File: config.mk
export PLATFORM = sky130hd
export DESIGN_NAME = lsu
export DESIGN_NICKNAME = d
export VERILOG_FILES = /design/src/lsu_pkg.sv /design/src/lsu.sv
export SDC_FILE = /design/constraint.sdc
export NUM_CORES = 1
export LEC_CHECK = 0
export ABC_AREA = 1
export BUFFER_PORTS_ARGS = -buffer_cell sky130_fd_sc_hd__buf_2
export CAP_MARGIN = 20
export CORE_AREA = 2 2 127 129
export CTS_CLUSTER_DIAMETER = 200
export CTS_CLUSTER_SIZE = 14
export DETAILED_ROUTE_END_ITERATION = 10
export DIE_AREA = 0 0 129 131
export GPL_TIMING_DRIVEN = 0
export SLEW_MARGIN = 30
export SYNTH_ARGS = -nofsm -noshare
export SYNTH_HDL_FRONTEND = slang
export SYNTH_SLANG_ARGS = --single-unit
export TNS_END_PERCENT = 50
File: constraint.sdc
create_clock -name clk -period 2.6 [get_ports clk]
set_input_delay 0.52 -clock clk [delete_from_list [all_inputs] [get_ports clk]]
set_output_delay 0.52 -clock clk [all_outputs]
set_load 0.02 [all_outputs]
File: src/lsu_pkg.sv
`default_nettype none

package lsu_pkg;

  // register width and bytes per write beat
  localparam int XLEN       = 32;
  localparam int LINE_BYTES = 8;

  // widths with a meaning of their own
  typedef logic [XLEN-1:0]         addr_t;
  typedef logic [XLEN-1:0]         word_t;
  typedef logic [8*LINE_BYTES-1:0] line_t;
  typedef logic [LINE_BYTES-1:0]   strb_t;

  // axi size code, log2 of the byte count
  typedef logic [2:0] size_t;

  // load function, same encoding as funct3 of the load opcode
  typedef enum logic [2:0] {
    LD_BS = 3'b000,
    LD_HS = 3'b001,
    LD_W  = 3'b010,
    LD_BU = 3'b100,
    LD_HU = 3'b101
  } ld_func_t;

  // store function, funct3 of the store opcode
  typedef enum logic [2:0] {
    ST_B = 3'b000,
    ST_H = 3'b001,
    ST_W = 3'b010
  } st_func_t;

  // core side requests
  typedef struct packed {
    addr_t    addr;
    ld_func_t func;
  } ld_req_t;

  typedef struct packed {
    addr_t    addr;
    st_func_t func;
    word_t    data;
  } st_req_t;

  // read address phase
  typedef struct packed {
    addr_t araddr;
  } ar_t;

  // write address phase
  typedef struct packed {
    addr_t awaddr;
    size_t awsize;
  } aw_t;

  // write data phase, one 64-bit beat
  typedef struct packed {
    line_t wdata;
    strb_t wstrb;
  } w_t;

endpackage

`default_nettype wire
File: src/lsu.sv
`timescale 1ns/1ps
`default_nettype none

module lsu (
  input  logic              clk,
  input  logic              rstn,
  // core load request and response
  input  lsu_pkg::ld_req_t  ld_req,
  input  logic              ld_valid,
  output logic              ld_ready,
  output lsu_pkg::word_t    ld_data,
  output logic              ld_rsp_valid,
  input  logic              ld_rsp_ready,
  // core store request and response
  input  lsu_pkg::st_req_t  st_req,
  input  logic              st_valid,
  output logic              st_ready,
  output logic              st_rsp_valid,
  input  logic              st_rsp_ready,
  // read channels
  output lsu_pkg::ar_t      ar,
  output logic              arvalid,
  input  logic              arready,
  input  lsu_pkg::word_t    rdata,
  input  logic              rvalid,
  output logic              rready,
  // write channels
  output lsu_pkg::aw_t      aw,
  output logic              awvalid,
  input  logic              awready,
  output lsu_pkg::w_t       w,
  output logic              wvalid,
  input  logic              wready,
  input  logic              bvalid,
  output logic              bready
);

  // load info kept from the address handshake until data returns
  logic [1:0]         ld_off_q;
  lsu_pkg::ld_func_t  ld_func_q;
  lsu_pkg::word_t     ld_shifted;

  // store beat construction
  lsu_pkg::size_t     st_size;
  lsu_pkg::strb_t     st_strb_base;
  lsu_pkg::line_t     st_line_base;
  logic [5:0]         st_bit_shift;

  // set while that write phase has not been accepted yet
  logic               aw_pend;
  logic               w_pend;

  // load path goes straight through to the read channels
  assign ar       = '{araddr: ld_req.addr};
  assign arvalid  = ld_valid;
  assign ld_ready = arready;

  assign ld_rsp_valid = rvalid;
  assign rready       = ld_rsp_ready;

  always_ff @(posedge clk) begin
    if (ld_valid && arready) begin
      ld_off_q  <= ld_req.addr[1:0];
      ld_func_q <= ld_req.func;
    end
  end

  // move the addressed byte down to bit 0
  assign ld_shifted = rdata >> {ld_off_q, 3'b000};

  always_comb begin
    case (ld_func_q)
      lsu_pkg::LD_BS: ld_data = {{24{ld_shifted[7]}}, ld_shifted[7:0]};
      lsu_pkg::LD_BU: ld_data = {24'b0, ld_shifted[7:0]};
      lsu_pkg::LD_HS: ld_data = {{16{ld_shifted[15]}}, ld_shifted[15:0]};
      lsu_pkg::LD_HU: ld_data = {16'b0, ld_shifted[15:0]};
      lsu_pkg::LD_W:  ld_data = ld_shifted;
      default:        ld_data = ld_shifted;
    endcase
  end

  // size code and unshifted strobe per store width
  always_comb begin
    case (st_req.func)
      lsu_pkg::ST_B: begin
        st_size      = 3'd0;
        st_strb_base = 8'b0000_0001;
      end
      lsu_pkg::ST_H: begin
        st_size      = 3'd1;
        st_strb_base = 8'b0000_0011;
      end
      default: begin
        st_size      = 3'd2;
        st_strb_base = 8'b0000_1111;
      end
    endcase
  end

  // place data and strobe at the byte offset within the 64-bit line
  assign st_line_base = {32'b0, st_req.data};
  assign st_bit_shift = {st_req.addr[2:0], 3'b000};

  assign aw = '{awaddr: st_req.addr, awsize: st_size};
  assign w  = '{wdata: st_line_base << st_bit_shift,
                wstrb: st_strb_base << st_req.addr[2:0]};

  assign awvalid = st_valid && aw_pend;
  assign wvalid  = st_valid && w_pend;

  // done once each phase is taken now or was taken before
  assign st_ready = ((awvalid && awready) || !aw_pend) &&
                    ((wvalid && wready) || !w_pend);

  always_ff @(posedge clk) begin
    if (!rstn) begin
      aw_pend <= 1'b1;
      w_pend  <= 1'b1;
    end else if (bvalid && bready) begin
      aw_pend <= 1'b1;
      w_pend  <= 1'b1;
    end else begin
      if (awvalid && awready) begin
        aw_pend <= 1'b0;
      end
      if (wvalid && wready) begin
        w_pend <= 1'b0;
      end
    end
  end

  assign st_rsp_valid = bvalid;
  assign bready       = st_rsp_ready;

endmodule

`default_nettype wire

Yosys cells after proc, flatten, opt, wreduce, memory -nomap -nowiden
Cells that the tools add are included.
{"block": "classes", "n_mux": 3, "reduce_logical": 14, "n_eq_ne": 4, "shift": 3, "n_bitwise": 1}
{"operator": "$pmux 32 s4", "n": 1}
{"operator": "$shl 32x6->64", "n": 1}
{"operator": "$shr 32x5->32", "n": 1}
{"operator": "$pmux 4 s2", "n": 1}
{"operator": "$shl 8x3->8", "n": 1}
{"operator": "$logic_and 1x1->1", "n": 7}
{"operator": "$eq 3x1->1 const B", "n": 2}
{"operator": "$eq 3x3->1 const B", "n": 2}
{"operator": "$logic_not 3->1", "n": 2}
{"operator": "$pmux 2 s2", "n": 1}
{"operator": "$logic_not 1->1", "n": 2}
{"operator": "$logic_or 1x1->1", "n": 2}
{"operator": "$reduce_or 2->1", "n": 1}
{"operator": "$not 1->1", "n": 1}
{"block": "totals", "elab_cells": 29, "register_bits": 7}

Depth between registers and ports, before layout
Gate-level depths: netlist (run 1).
{"block": "logic_depth", "word_depth": 4, "mapped_depth": 9, "ltp_nobuf": 7}

Worst setup path before layout (run 1)
OpenSTA, ideal clock, no wires.
{"block": "synth_path", "kind": "input to output", "startpoint": "in st_req[35] (netlist bit)", "endpoint": "out w[4] (netlist bit)", "path_stages": 6, "required_time_ps": 2080, "t_arrival_ps": 1597, "path_slack_ps": 483, "path_cell_list": "buf_2 > buf_6 > nor2_2 > inv_1 > nor2_1 > a21oi_1"}
{"element": "from (decl)", "line": "lsu.sv:15", "source": "input lsu_pkg::st_req_t st_req,"}
{"element": "to (decl)", "line": "lsu.sv:31", "source": "output lsu_pkg::w_t w,"}

==> impl_metrics.toml, run 1 <==
[status]
run_status = "complete, no violations"

[synthesis]
ys_types = 25
synth-xor-area-share_pct = 0
synth_sequential_area_ratio_pct = 6.810
synth_enable_flop_cells = 5
yosys-top-cells-count = "203 x nand2_1, 74 x buf_4, 51 x nor2_1, 49 x nand3_1, 44 x o21ai_0"
synthTopCellsByArea = "nand2_1 27%, buf_4 20%, nand3_1 8.8%, o21ai_0 7.9%, nor2_1 6.9%"
synth-async-reset-ratio_pct = 0
ys.warnings.count = 0
ys_dominant_reg_cell = "edfxtp_1"
synth.top_cell.area_share_pct = 27.28
yosys.area_share.simple_pct = 44.76
synthCells = 547
synth-adder-area-share_pct = 0
post_synth_instance_area_um2 = 2793
dominant_cell_type_by_area_after_synthesis = "nand2_1"
average_cell_area_after_synthesis_um2 = 5.105
synthMuxAreaShare_pct = 0
synthesis.nets = 692
yosysMostFrequentCell = "nand2_1"
combinational_family_with_the_most_area_after_synthesis = "simple AND/OR/NAND/NOR gates"
synth_compound_area_share_pct = 18.95
synth-seq-cells = 7

[route]
postRouteAntennaNets = 0
routed_via_density = 4.381
routed_wirelength_mm = 13.89
detail_route.first_pass.iterations = 5
avgRoutedWirePerCell_um = 13.53
routed-via-count = 4499
drcViolationCount = 0
drt-initial-drc-count = 216

[timing]
setup-violations-final = 0
tightest_slew_ns = 0.5696
maximum_achievable_frequency_ghz = 0.4121
fin_skew_ns = 0
final_hold_viol_count = 0
grt_setup_unrepaired = "false"
timing_max_transition_violations_final = 0
totalNegativeSetupSlack_ns = 0
fin_crit_ns = 2.427
slew_headroom_pct = 62.02
period_share_pct = 93.33

[placed_design]
portBuffers = 260
dp_hpwl_mm = 11.74
finalWeightedCongestion = 0.9258

[cts]
post_cts_resized = 0
cts_bufs_inserted = 3
post_cts_hold_buffer_count = 0
htree_levels = 1
tritoncts_num_sinks = 7
ctsLongestPathBuffers = 2
cts_tree = "yes"
clkLatencyLatePin_ns = 0.23
buffer_cell_driving_the_clock_tree_root = "clkbuf_16"
cts.reportedPaths.clkPinSlew_ns = 0.04
cts.repair_timing.setup_buffer_count = 0

[global_routing]
grt_antenna_before_repair = 0
total_global_routing_overflow = 0
grt_pass1_wl_mm = 19.69
gr-usage-all-layers_pct = 14.46
maximum_number_of_pins_on_one_net_before_global_route_repair = 11
number_of_global_route_vias_before_repair = 3870

[worst_setup_path]
timing.setup.critical_path_class = "in -> out"
endpoint_kind = "output pin"
setup.worst_path.start_class = "input pin"
worstPathMaxFanout = 10
timing.critical_path.arrival_ns = 1.91
timing.critical_path.required_ns = 2.08

[die]
dieHeight_um = 131
ioPinCount = 325
std_cell_rows = 46
floorplan.die.width_um = 129
effective_utilization_at_floorplan_pct = 17.90
core-area_um2 = 15600
die_area_um2 = 16900

[cells_and_area]
combined_area_of_the_multi_input_logic_cells_um2 = 1783
regArea_um2 = 190.2
drive_above_1_share_pct = 45.50
fin_nets = 957
fillers = 1814
postLayoutCoreUtil_pct = 28.49
area.growth.synth_to_final_pct = 59.09
number_of_antenna_repair_diodes = 0

[power_and_ir_drop]
cellInternalPower_uw = 687.8
power.share.switching_pct = 50.29
vdd.ir_drop.worst_v = 0.0002037
clock_power_share_pct = 18.6
power.sequential.fraction_pct = 9.5
leakagePower_uw = 0.002748
power_density_nw_per_um2 = 311.4
power.switching_uw = 695.7
power.share.combinational_pct = 71.9

[flow_run]
maxCapViolations = 0

[hold_path]
min-delay-path-class = "in -> reg"
==> layout by cell type, fill, tap and decap left out <==
master	n
nor3_1	1
dfxtp_1	2
buf_6	1
a21oi_1	21
nand3_2	1
nand2_1	203
o21ai_1	2
buf_4	74
o22ai_1	1
nor2_1	51
nand3_1	49
clkbuf_1	14
nor2_2	2
a21boi_0	1
buf_2	279
conb_1	1
clkbuf_16	3
edfxtp_1	5
inv_1	22
inv_2	7
o211ai_1	17
and2_1	1
nor2_4	1
nand2_2	1
o21ai_0	44
a22oi_1	7
==> worst max-delay path: stages <==
cell and delay, ns:
buf_2 0.14, buf_6 0.16, nor2_2 0.39, nand2_1 0.15
o21ai_0 0.30, buf_2 0.25
==> metrics by stage <==
step | hold slack [ns] | setup WS [ns] | cells | total power [uW] | cell area, um^2
final | 0.4670 | 0.1734 | 1027 | 1383 | 4443
after global routing | 0.4601 | 0.1189 | 1027 | 1479 | 4443
after CTS | 0.4636 | 0.1822 | 1027 | 1388 | 4443
after detailed placement | 0.4709 | 0.1907 | 1023 | 1124 | 4364
after global placement | 0.4760 | 0.1845 | 1023 | 1131 | 4364
after floorplan | 0.4440 | 0.4826 | 547 | 766.0 | 2793
==> logic make-up (layout without fill, tap and decap cells) <==
group / count (synthesis) / after routing
other: 1 / 1
buffers and inverters: 136 / 400
AND/OR/NAND/NOR: 310 / 310
AO/OA/AOI/OAI: 93 / 93
flip-flops: 7 / 7
==> sequential cells by signal, indices dropped and copies added, names as in the netlist <==
| register | cells |
|---|---|
| aw_pend | 1 |
| ld_off_q | 2 |
| w_pend | 1 |
| ld_func_q | 3 |
==> path summary, 6_finish.rpt <==
path / from / endpoint / slack (ns) / cells after the start
min: ld_req[0] / ld_func_q[0] / 0.47 / 1
max reg2reg: w_pend / w_pend / 2.04 / 2
max: st_req[35] / w[45] / 0.17 / 6
min reg2reg: aw_pend / aw_pend / 0.48 / 2
==> metal layers <==
layer  track usage [%]  up-vias  routed length [um]
met2             28.63      293                7228
met1             15.90     1960                5061
met4             4.604        0                 329
met3             1.792       25                1273
li1                  -     2221                   -
met5                 0        -                   0
==> power by group through the flow <==
stage          Combinational [uW]  Sequential, uW  Clock (uW)
2_1_floorplan                 634             132           0
3_3_place_gp                  998             133           0
3_5_place_dp                  991             133           0
4_1_cts                       994             131         263
5_1_grt                      1080             132         270
6_report                      995             131         257
==> area by class of cell <==
| type | count | share of cell area [%] |
|---|---|---|
| flip-flops and latches | 7 | 4.280 |
| clock buffers | 4 | 1.774 |
| well taps | 216 | 6.083 |
| multi-input cells | 404 | 40.13 |
| plain buffers | 107 | 16.00 |
| repair buffers | 260 | 29.29 |
| inverters | 29 | 2.450 |
(Power assumes the default switching activity.)
==> inputs of run 2 (changes only) <==
ABC_AREA = not set   (was 1)
CORE_AREA = 2 2 126 128   (was 2 2 127 129)
CTS_BUF_LIST = sky130_fd_sc_hd__clkbuf_16   (was not set)
DIE_AREA = 0 0 128 130   (was 0 0 129 131)
==> impl_metrics.toml, run 2 <==
[status]
run_status = "complete, no violations"

[synthesis]
ys_types = 32
synth.top_cell.area_share_pct = 22.60
yosysMostFrequentCell = "buf_4"
post_synth_instance_area_um2 = 2525
yosys-top-cells-count = "76 x buf_4, 59 x nor2_1, 36 x mux2i_1, 34 x nand2_1, 23 x a211oi_1"
synthCells = 377
ys_dominant_reg_cell = "edfxtp_1"
synth-seq-cells = 7
ys.warnings.count = 0
synth-async-reset-ratio_pct = 0
synth_sequential_area_ratio_pct = 7.532
synthesis.nets = 522
synth_enable_flop_cells = 5
synthTopCellsByArea = "buf_4 23%, mux2i_1 14%, nor2_1 8.8%, a211oi_1 6.8%, edfxtp_1 5.9%"
dominant_cell_type_by_area_after_synthesis = "buf_4"
average_cell_area_after_synthesis_um2 = 6.697

[die]
core-area_um2 = 15420
die_area_um2 = 16640
dieHeight_um = 130
floorplan.die.width_um = 128
std_cell_rows = 46
effective_utilization_at_floorplan_pct = 16.37
ioPinCount = 325

[timing]
fin_skew_ns = 0
timing_max_transition_violations_final = 0
fin_crit_ns = 2.457
fin_ws_ns = 0.1434
tightest_slew_ns = 0.6087
totalNegativeSetupSlack_ns = 0
slew_headroom_pct = 59.42
final_hold_viol_count = 0
grt_setup_unrepaired = "false"
setup-violations-final = 0
period_share_pct = 94.49
maximum_achievable_frequency_ghz = 0.4071

[worst_setup_path]
setup.worst_path.start_class = "input pin"
worstPathMaxFanout = 10
timing.setup.critical_path_class = "in -> out"
timing.critical_path.required_ns = 2.08
endpoint_kind = "output pin"
timing.critical_path.arrival_ns = 1.94

[cts]
post_cts_hold_buffer_count = 0
clkLatencyLatePin_ns = 0.24
cts.reportedPaths.clkPinSlew_ns = 0.04
cts_bufs_inserted = 3
tritoncts_num_sinks = 7
cts_tree = "yes"
htree_levels = 1
ctsLongestPathBuffers = 2
buffer_cell_driving_the_clock_tree_root = "clkbuf_16"

[route]
met1_routed_length_mm = 4.313
detail_route.first_pass.iterations = 5
drt-initial-drc-count = 129
route.met3.wl_mm = 1.141
routed-via-count = 3695
wl_met2_mm = 6.603
drcViolationCount = 0
top_signal_layer_used = "met4"
avgRoutedWirePerCell_um = 15.10
routed_via_density = 4.436
routed_wirelength_mm = 12.58
postRouteAntennaNets = 0

[placed_design]
dp_worst_setup_slack_ns = 0.09303
portBuffers = 260
finalWeightedCongestion = 0.9018
dp_hpwl_mm = 10.85

[cells_and_area]
fillers = 1732
number_of_antenna_repair_diodes = 0
layout.cells.most_common = "buf_2"
final_cell_mix = "265 x buf_2, 76 x buf_4, 56 x nor2_1"
fin_nets = 787
top_register = "ld_func_q"
reg.largest.list = "ld_func_q: 3 flops, ld_off_q: 2 flops"
drive_above_1_share_pct = 56.94
flip_flop_count_of_the_largest_register_all_copies_and_words_added = 3
area.growth.synth_to_final_pct = 64.52

[global_routing]
number_of_global_route_vias_before_repair = 3342
total_global_routing_overflow = 0
gr-usage-all-layers_pct = 13.62
maximum_number_of_pins_on_one_net_before_global_route_repair = 11
grt_antenna_before_repair = 0
grt_pass1_wl_mm = 17.75

[power_and_ir_drop]
power_density_nw_per_um2 = 331.7
leakagePower_uw = 0.002383
vdd.ir_drop.worst_v = 0.0001471

[hold_path]
min-delay-path-class = "reg -> reg"

[flow_run]
maxCapViolations = 0
run 2: logic make-up (layout without fill, tap and decap cells):
logic type / count (synthesis) / count (layout) / synth area share, %
multiplexers: 44 / 44 / 17.84
AND/OR/NAND/NOR: 122 / 122 / 21.31
flip-flops: 7 / 7 / 7.532
AO/OA/AOI/OAI: 94 / 94 / 24.83
other: 1 / 1 / 0.1485
buffers and inverters: 109 / 373 / 28.34
run 2: layout make-up:
type	instances	area, um^2	area share, %
multi-input combinational	261	1627	39.16
timing repair buffer	260	1301	31.33
buffer	97	671.9	16.17
tap	192	240.2	5.783
sequential	7	190.2	4.578
clock buffer	3	75.07	1.807
inverter	12	45.04	1.084
clock inverter	1	3.754	0.09036
run 2: repair_timing:
| action | in CTS | in global routing |
|---|---|---|
| resized for setup | 0 | 5 |
| endpoints found under the setup margin | 0 | 12 |
| buffers inserted | 0 | 0 |
run 2: per-stage QoR:
step	std cells	power, uW	area [um^2]	hold WS [ns]	util (%)
global route	833	1467	4154	0.4556	26.93
floorplan	377	751.7	2525	0.4181	-
global placement	829	1101	4066	0.4349	26.36
finish	833	1378	4154	0.4495	26.93
CTS	833	1396	4145	0.4467	26.87
detailed placement	829	1101	4066	0.4449	26.36
run 2: power breakdown:
group / internal [uW] / switching, uW / leakage (uW)
Sequential: 128 / 5.10 / 0.0000634
Combinational: 370 / 600 / 0.00228
Clock: 202 / 73.0 / 0.0000423
run 2: worst max-delay path, cell delays in order:
cell      delay, ns
buf_4          0.12
clkbuf_1       0.43
nor2_1         0.14
a211oi_1       0.46
buf_2          0.26
run 2: worst paths after layout:
| path | cells past startpoint | from | endpoint | slack [ns] |
|---|---|---|---|---|
| worst max-delay path | 5 | st_req[36] | w[64] | 0.14 |
| worst min-delay path | 2 | w_pend | w_pend | 0.45 |
| worst max register to register | 2 | aw_pend | aw_pend | 2.07 |
| worst min register to register | 2 | w_pend | w_pend | 0.45 |
run 2: metal layers:
metal	vias to the layer above	GRT usage, %
met5	-	0
met4	0	7.822
met3	36	2.132
met2	282	26.39
met1	1614	13.86
li1	1763	-
==> inputs of run 3 (changes only) <==
--- a/config.mk
+++ b/config.mk
@@ -9,3 +9,3 @@
 export CAP_MARGIN = 20
-export CORE_AREA = 2 2 126 128
+export CORE_AREA = 2 2 125 127
 export CTS_BUF_LIST = sky130_fd_sc_hd__clkbuf_16
@@ -14,4 +14,5 @@
 export DETAILED_ROUTE_END_ITERATION = 10
-export DIE_AREA = 0 0 128 130
+export DIE_AREA = 0 0 127 129
 export GPL_TIMING_DRIVEN = 0
+export HOLD_SLACK_MARGIN = 0.02
 export SLEW_MARGIN = 30
==> constraint.sdc (replaced) <==
create_clock -name clk -period 2.6 [get_ports clk]
set_input_delay 0.13 -clock clk [delete_from_list [all_inputs] [get_ports clk]]
set_output_delay 0.13 -clock clk [all_outputs]
set_load 0.02 [all_outputs]
==> impl_metrics.toml, run 3 (synthesized netlist as in run 2, its figures left out) <==
[status]
run_status = "complete, no violations"

[route]
drt-initial-drc-count = 115
routed-via-count = 3700
detail_route.first_pass.iterations = 5
drcViolationCount = 0
routed_wirelength_mm = 12.27
avgRoutedWirePerCell_um = 14.81
routed_via_density = 4.463
postRouteAntennaNets = 0

[cts]
cts.repair_timing.setup_buffer_count = 0
ctsLongestPathBuffers = 2
buffer_cell_driving_the_clock_tree_root = "clkbuf_16"
cts_bufs_inserted = 3
post_cts_hold_buffer_count = 0
cts_tree = "yes"
clkLatencyLatePin_ns = 0.23
htree_levels = 1
tritoncts_num_sinks = 7
cts.reportedPaths.clkPinSlew_ns = 0.04
post_cts_resized = 0

[worst_setup_path]
worstPathMaxFanout = 9
cp_cell_sequence = "nor2_1, a21boi_2, nor2_1, buf_2"
timing.critical_path.slowest_stage_cell = "nor2_1"
endpoint_kind = "output pin"
r2r-start = "w_pend"
maximum_cell_stage_delay_along_the_critical_path_ns = 0.54
setup.worst_path.start_class = "flip-flop"
timing.setup.critical_path_class = "reg -> out"
rr_worst_depth = 2
crit_family = "simple AND/OR/NAND/NOR gates"
crit_top_cell = "nor2_1"
timing.critical_path.arrival_ns = 2.00
timing.rr.end = "w_pend"
rrSetupSlack_ns = 2.07
path_buf_inv = 1
timing.critical_path.required_ns = 2.47

[cells_and_area]
drive_above_1_share_pct = 56.32
layout.cells.most_common = "buf_2"
postLayoutCoreUtil_pct = 27.64
flip_flop_count_of_the_largest_register_all_copies_and_words_added = 3
area.growth.synth_to_final_pct = 63.97
reg.largest.list = "ld_func_q: 3 flops, ld_off_q: 2 flops"
fillers = 1703
top_register = "ld_func_q"
final_cell_mix = "265 x buf_2, 76 x buf_4, 59 x nor2_1"
number_of_antenna_repair_diodes = 0
fin_nets = 787

[global_routing]
gr-usage-all-layers_pct = 13.07
grt_pass1_wl_mm = 17.19
total_global_routing_overflow = 0
number_of_global_route_vias_before_repair = 3316
grt_antenna_before_repair = 0
maximum_number_of_pins_on_one_net_before_global_route_repair = 11

[timing]
grt_setup_unrepaired = "false"
timing_max_transition_violations_final = 0
slew_headroom_pct = 55.72
period_share_pct = 82.02
fin_skew_ns = 0
tightest_slew_ns = 0.6618
fin_crit_ns = 2.133
setup-violations-final = 0
totalNegativeSetupSlack_ns = 0
maximum_achievable_frequency_ghz = 0.4689
final_hold_viol_count = 0

[die]
dieHeight_um = 129
die_area_um2 = 16380
core-area_um2 = 14980
effective_utilization_at_floorplan_pct = 16.86
ioPinCount = 325
floorplan.die.width_um = 127
std_cell_rows = 45

[placed_design]
dp_hpwl_mm = 10.60
portBuffers = 260
finalWeightedCongestion = 0.9493

[power_and_ir_drop]
power_density_nw_per_um2 = 326.3
leakagePower_uw = 0.002381
vdd.ir_drop.worst_v = 0.0002040

[hold_path]
min-delay-path-class = "in -> reg"
hold_depth = 1
worstHoldStart = "ld_req[2]"
hold_end = "ld_func_q[2]"

[flow_run]
maxCapViolations = 0
## run 3: cell types whose count changed in the layout (fill, tap and decap cells not counted)
cell,change
clkbuf_1,+1
clkbuf_2,-1
nor2_2,-3
nor2_1,+3
## run 3: power breakdown
group,internal (uW),switching (uW)
clock network,200,54.0
logic,369,595
registers,128,4.83
## run 3: cell type report
| cell class | instances | area (um^2) | area share, % |
|---|---|---|---|
| timing repair buffer | 260 | 1301 | 31.43 |
| sequential | 7 | 190.2 | 4.594 |
| multi-input combinational | 261 | 1619 | 39.11 |
| inverter | 12 | 45.04 | 1.088 |
| tap | 188 | 235.2 | 5.681 |
| clock inverter | 1 | 3.754 | 0.09066 |
| buffer | 97 | 670.6 | 16.20 |
| clock buffer | 3 | 75.07 | 1.813 |
## run 3: per-layer routing
metal | wire [um] | part of all wire, % | global-route usage (%) | up-vias
li1 | - | - | - | 1762
met1 | 4125 | 34 | 13.01 | 1633
met2 | 6479 | 53 | 26.12 | 270
met3 | 1142 | 9.3 | 2.536 | 35
met4 | 527 | 4.3 | 5.818 | 0
met5 | 0 | 0 | 0 | -
## run 3: metrics by stage
stage | cell area [um^2] | setup WS (ns) | instances | power, uW | hold WS [ns]
2_1_floorplan | 2525 | 0.8502 | 377 | 751.7 | 0.2289
3_3_place_gp | 4061 | 0.6999 | 825 | 1098 | 0.3100
3_5_place_dp | 4061 | 0.6899 | 825 | 1098 | 0.3101
4_1_cts | 4140 | 0.4533 | 829 | 1358 | 0.07481
5_1_grt | 4140 | 0.2925 | 829 | 1432 | 0.06963
6_report | 4140 | 0.4674 | 829 | 1351 | 0.07760
## run 3: worst register-to-register path, cell delays in order (launching register included)
cell     delay, ns
dfxtp_1       0.30
nand2_1       0.07
nand2_1       0.05
## run 3: worst max-delay path by stage
stage / start / endpoint / slack, ns / cells after the start
floorplan: ld_off_q[0] / ld_data[10] / 0.85 / 5
global placement: ld_func_q[0] / ld_data[9] / 0.70 / 4
global route: ld_off_q[1] / ld_data[30] / 0.29 / 6
CTS: ld_func_q[0] / ld_data[12] / 0.45 / 4
detailed placement: ld_func_q[0] / ld_data[12] / 0.69 / 4
finish: ld_func_q[0] / ld_data[9] / 0.47 / 4
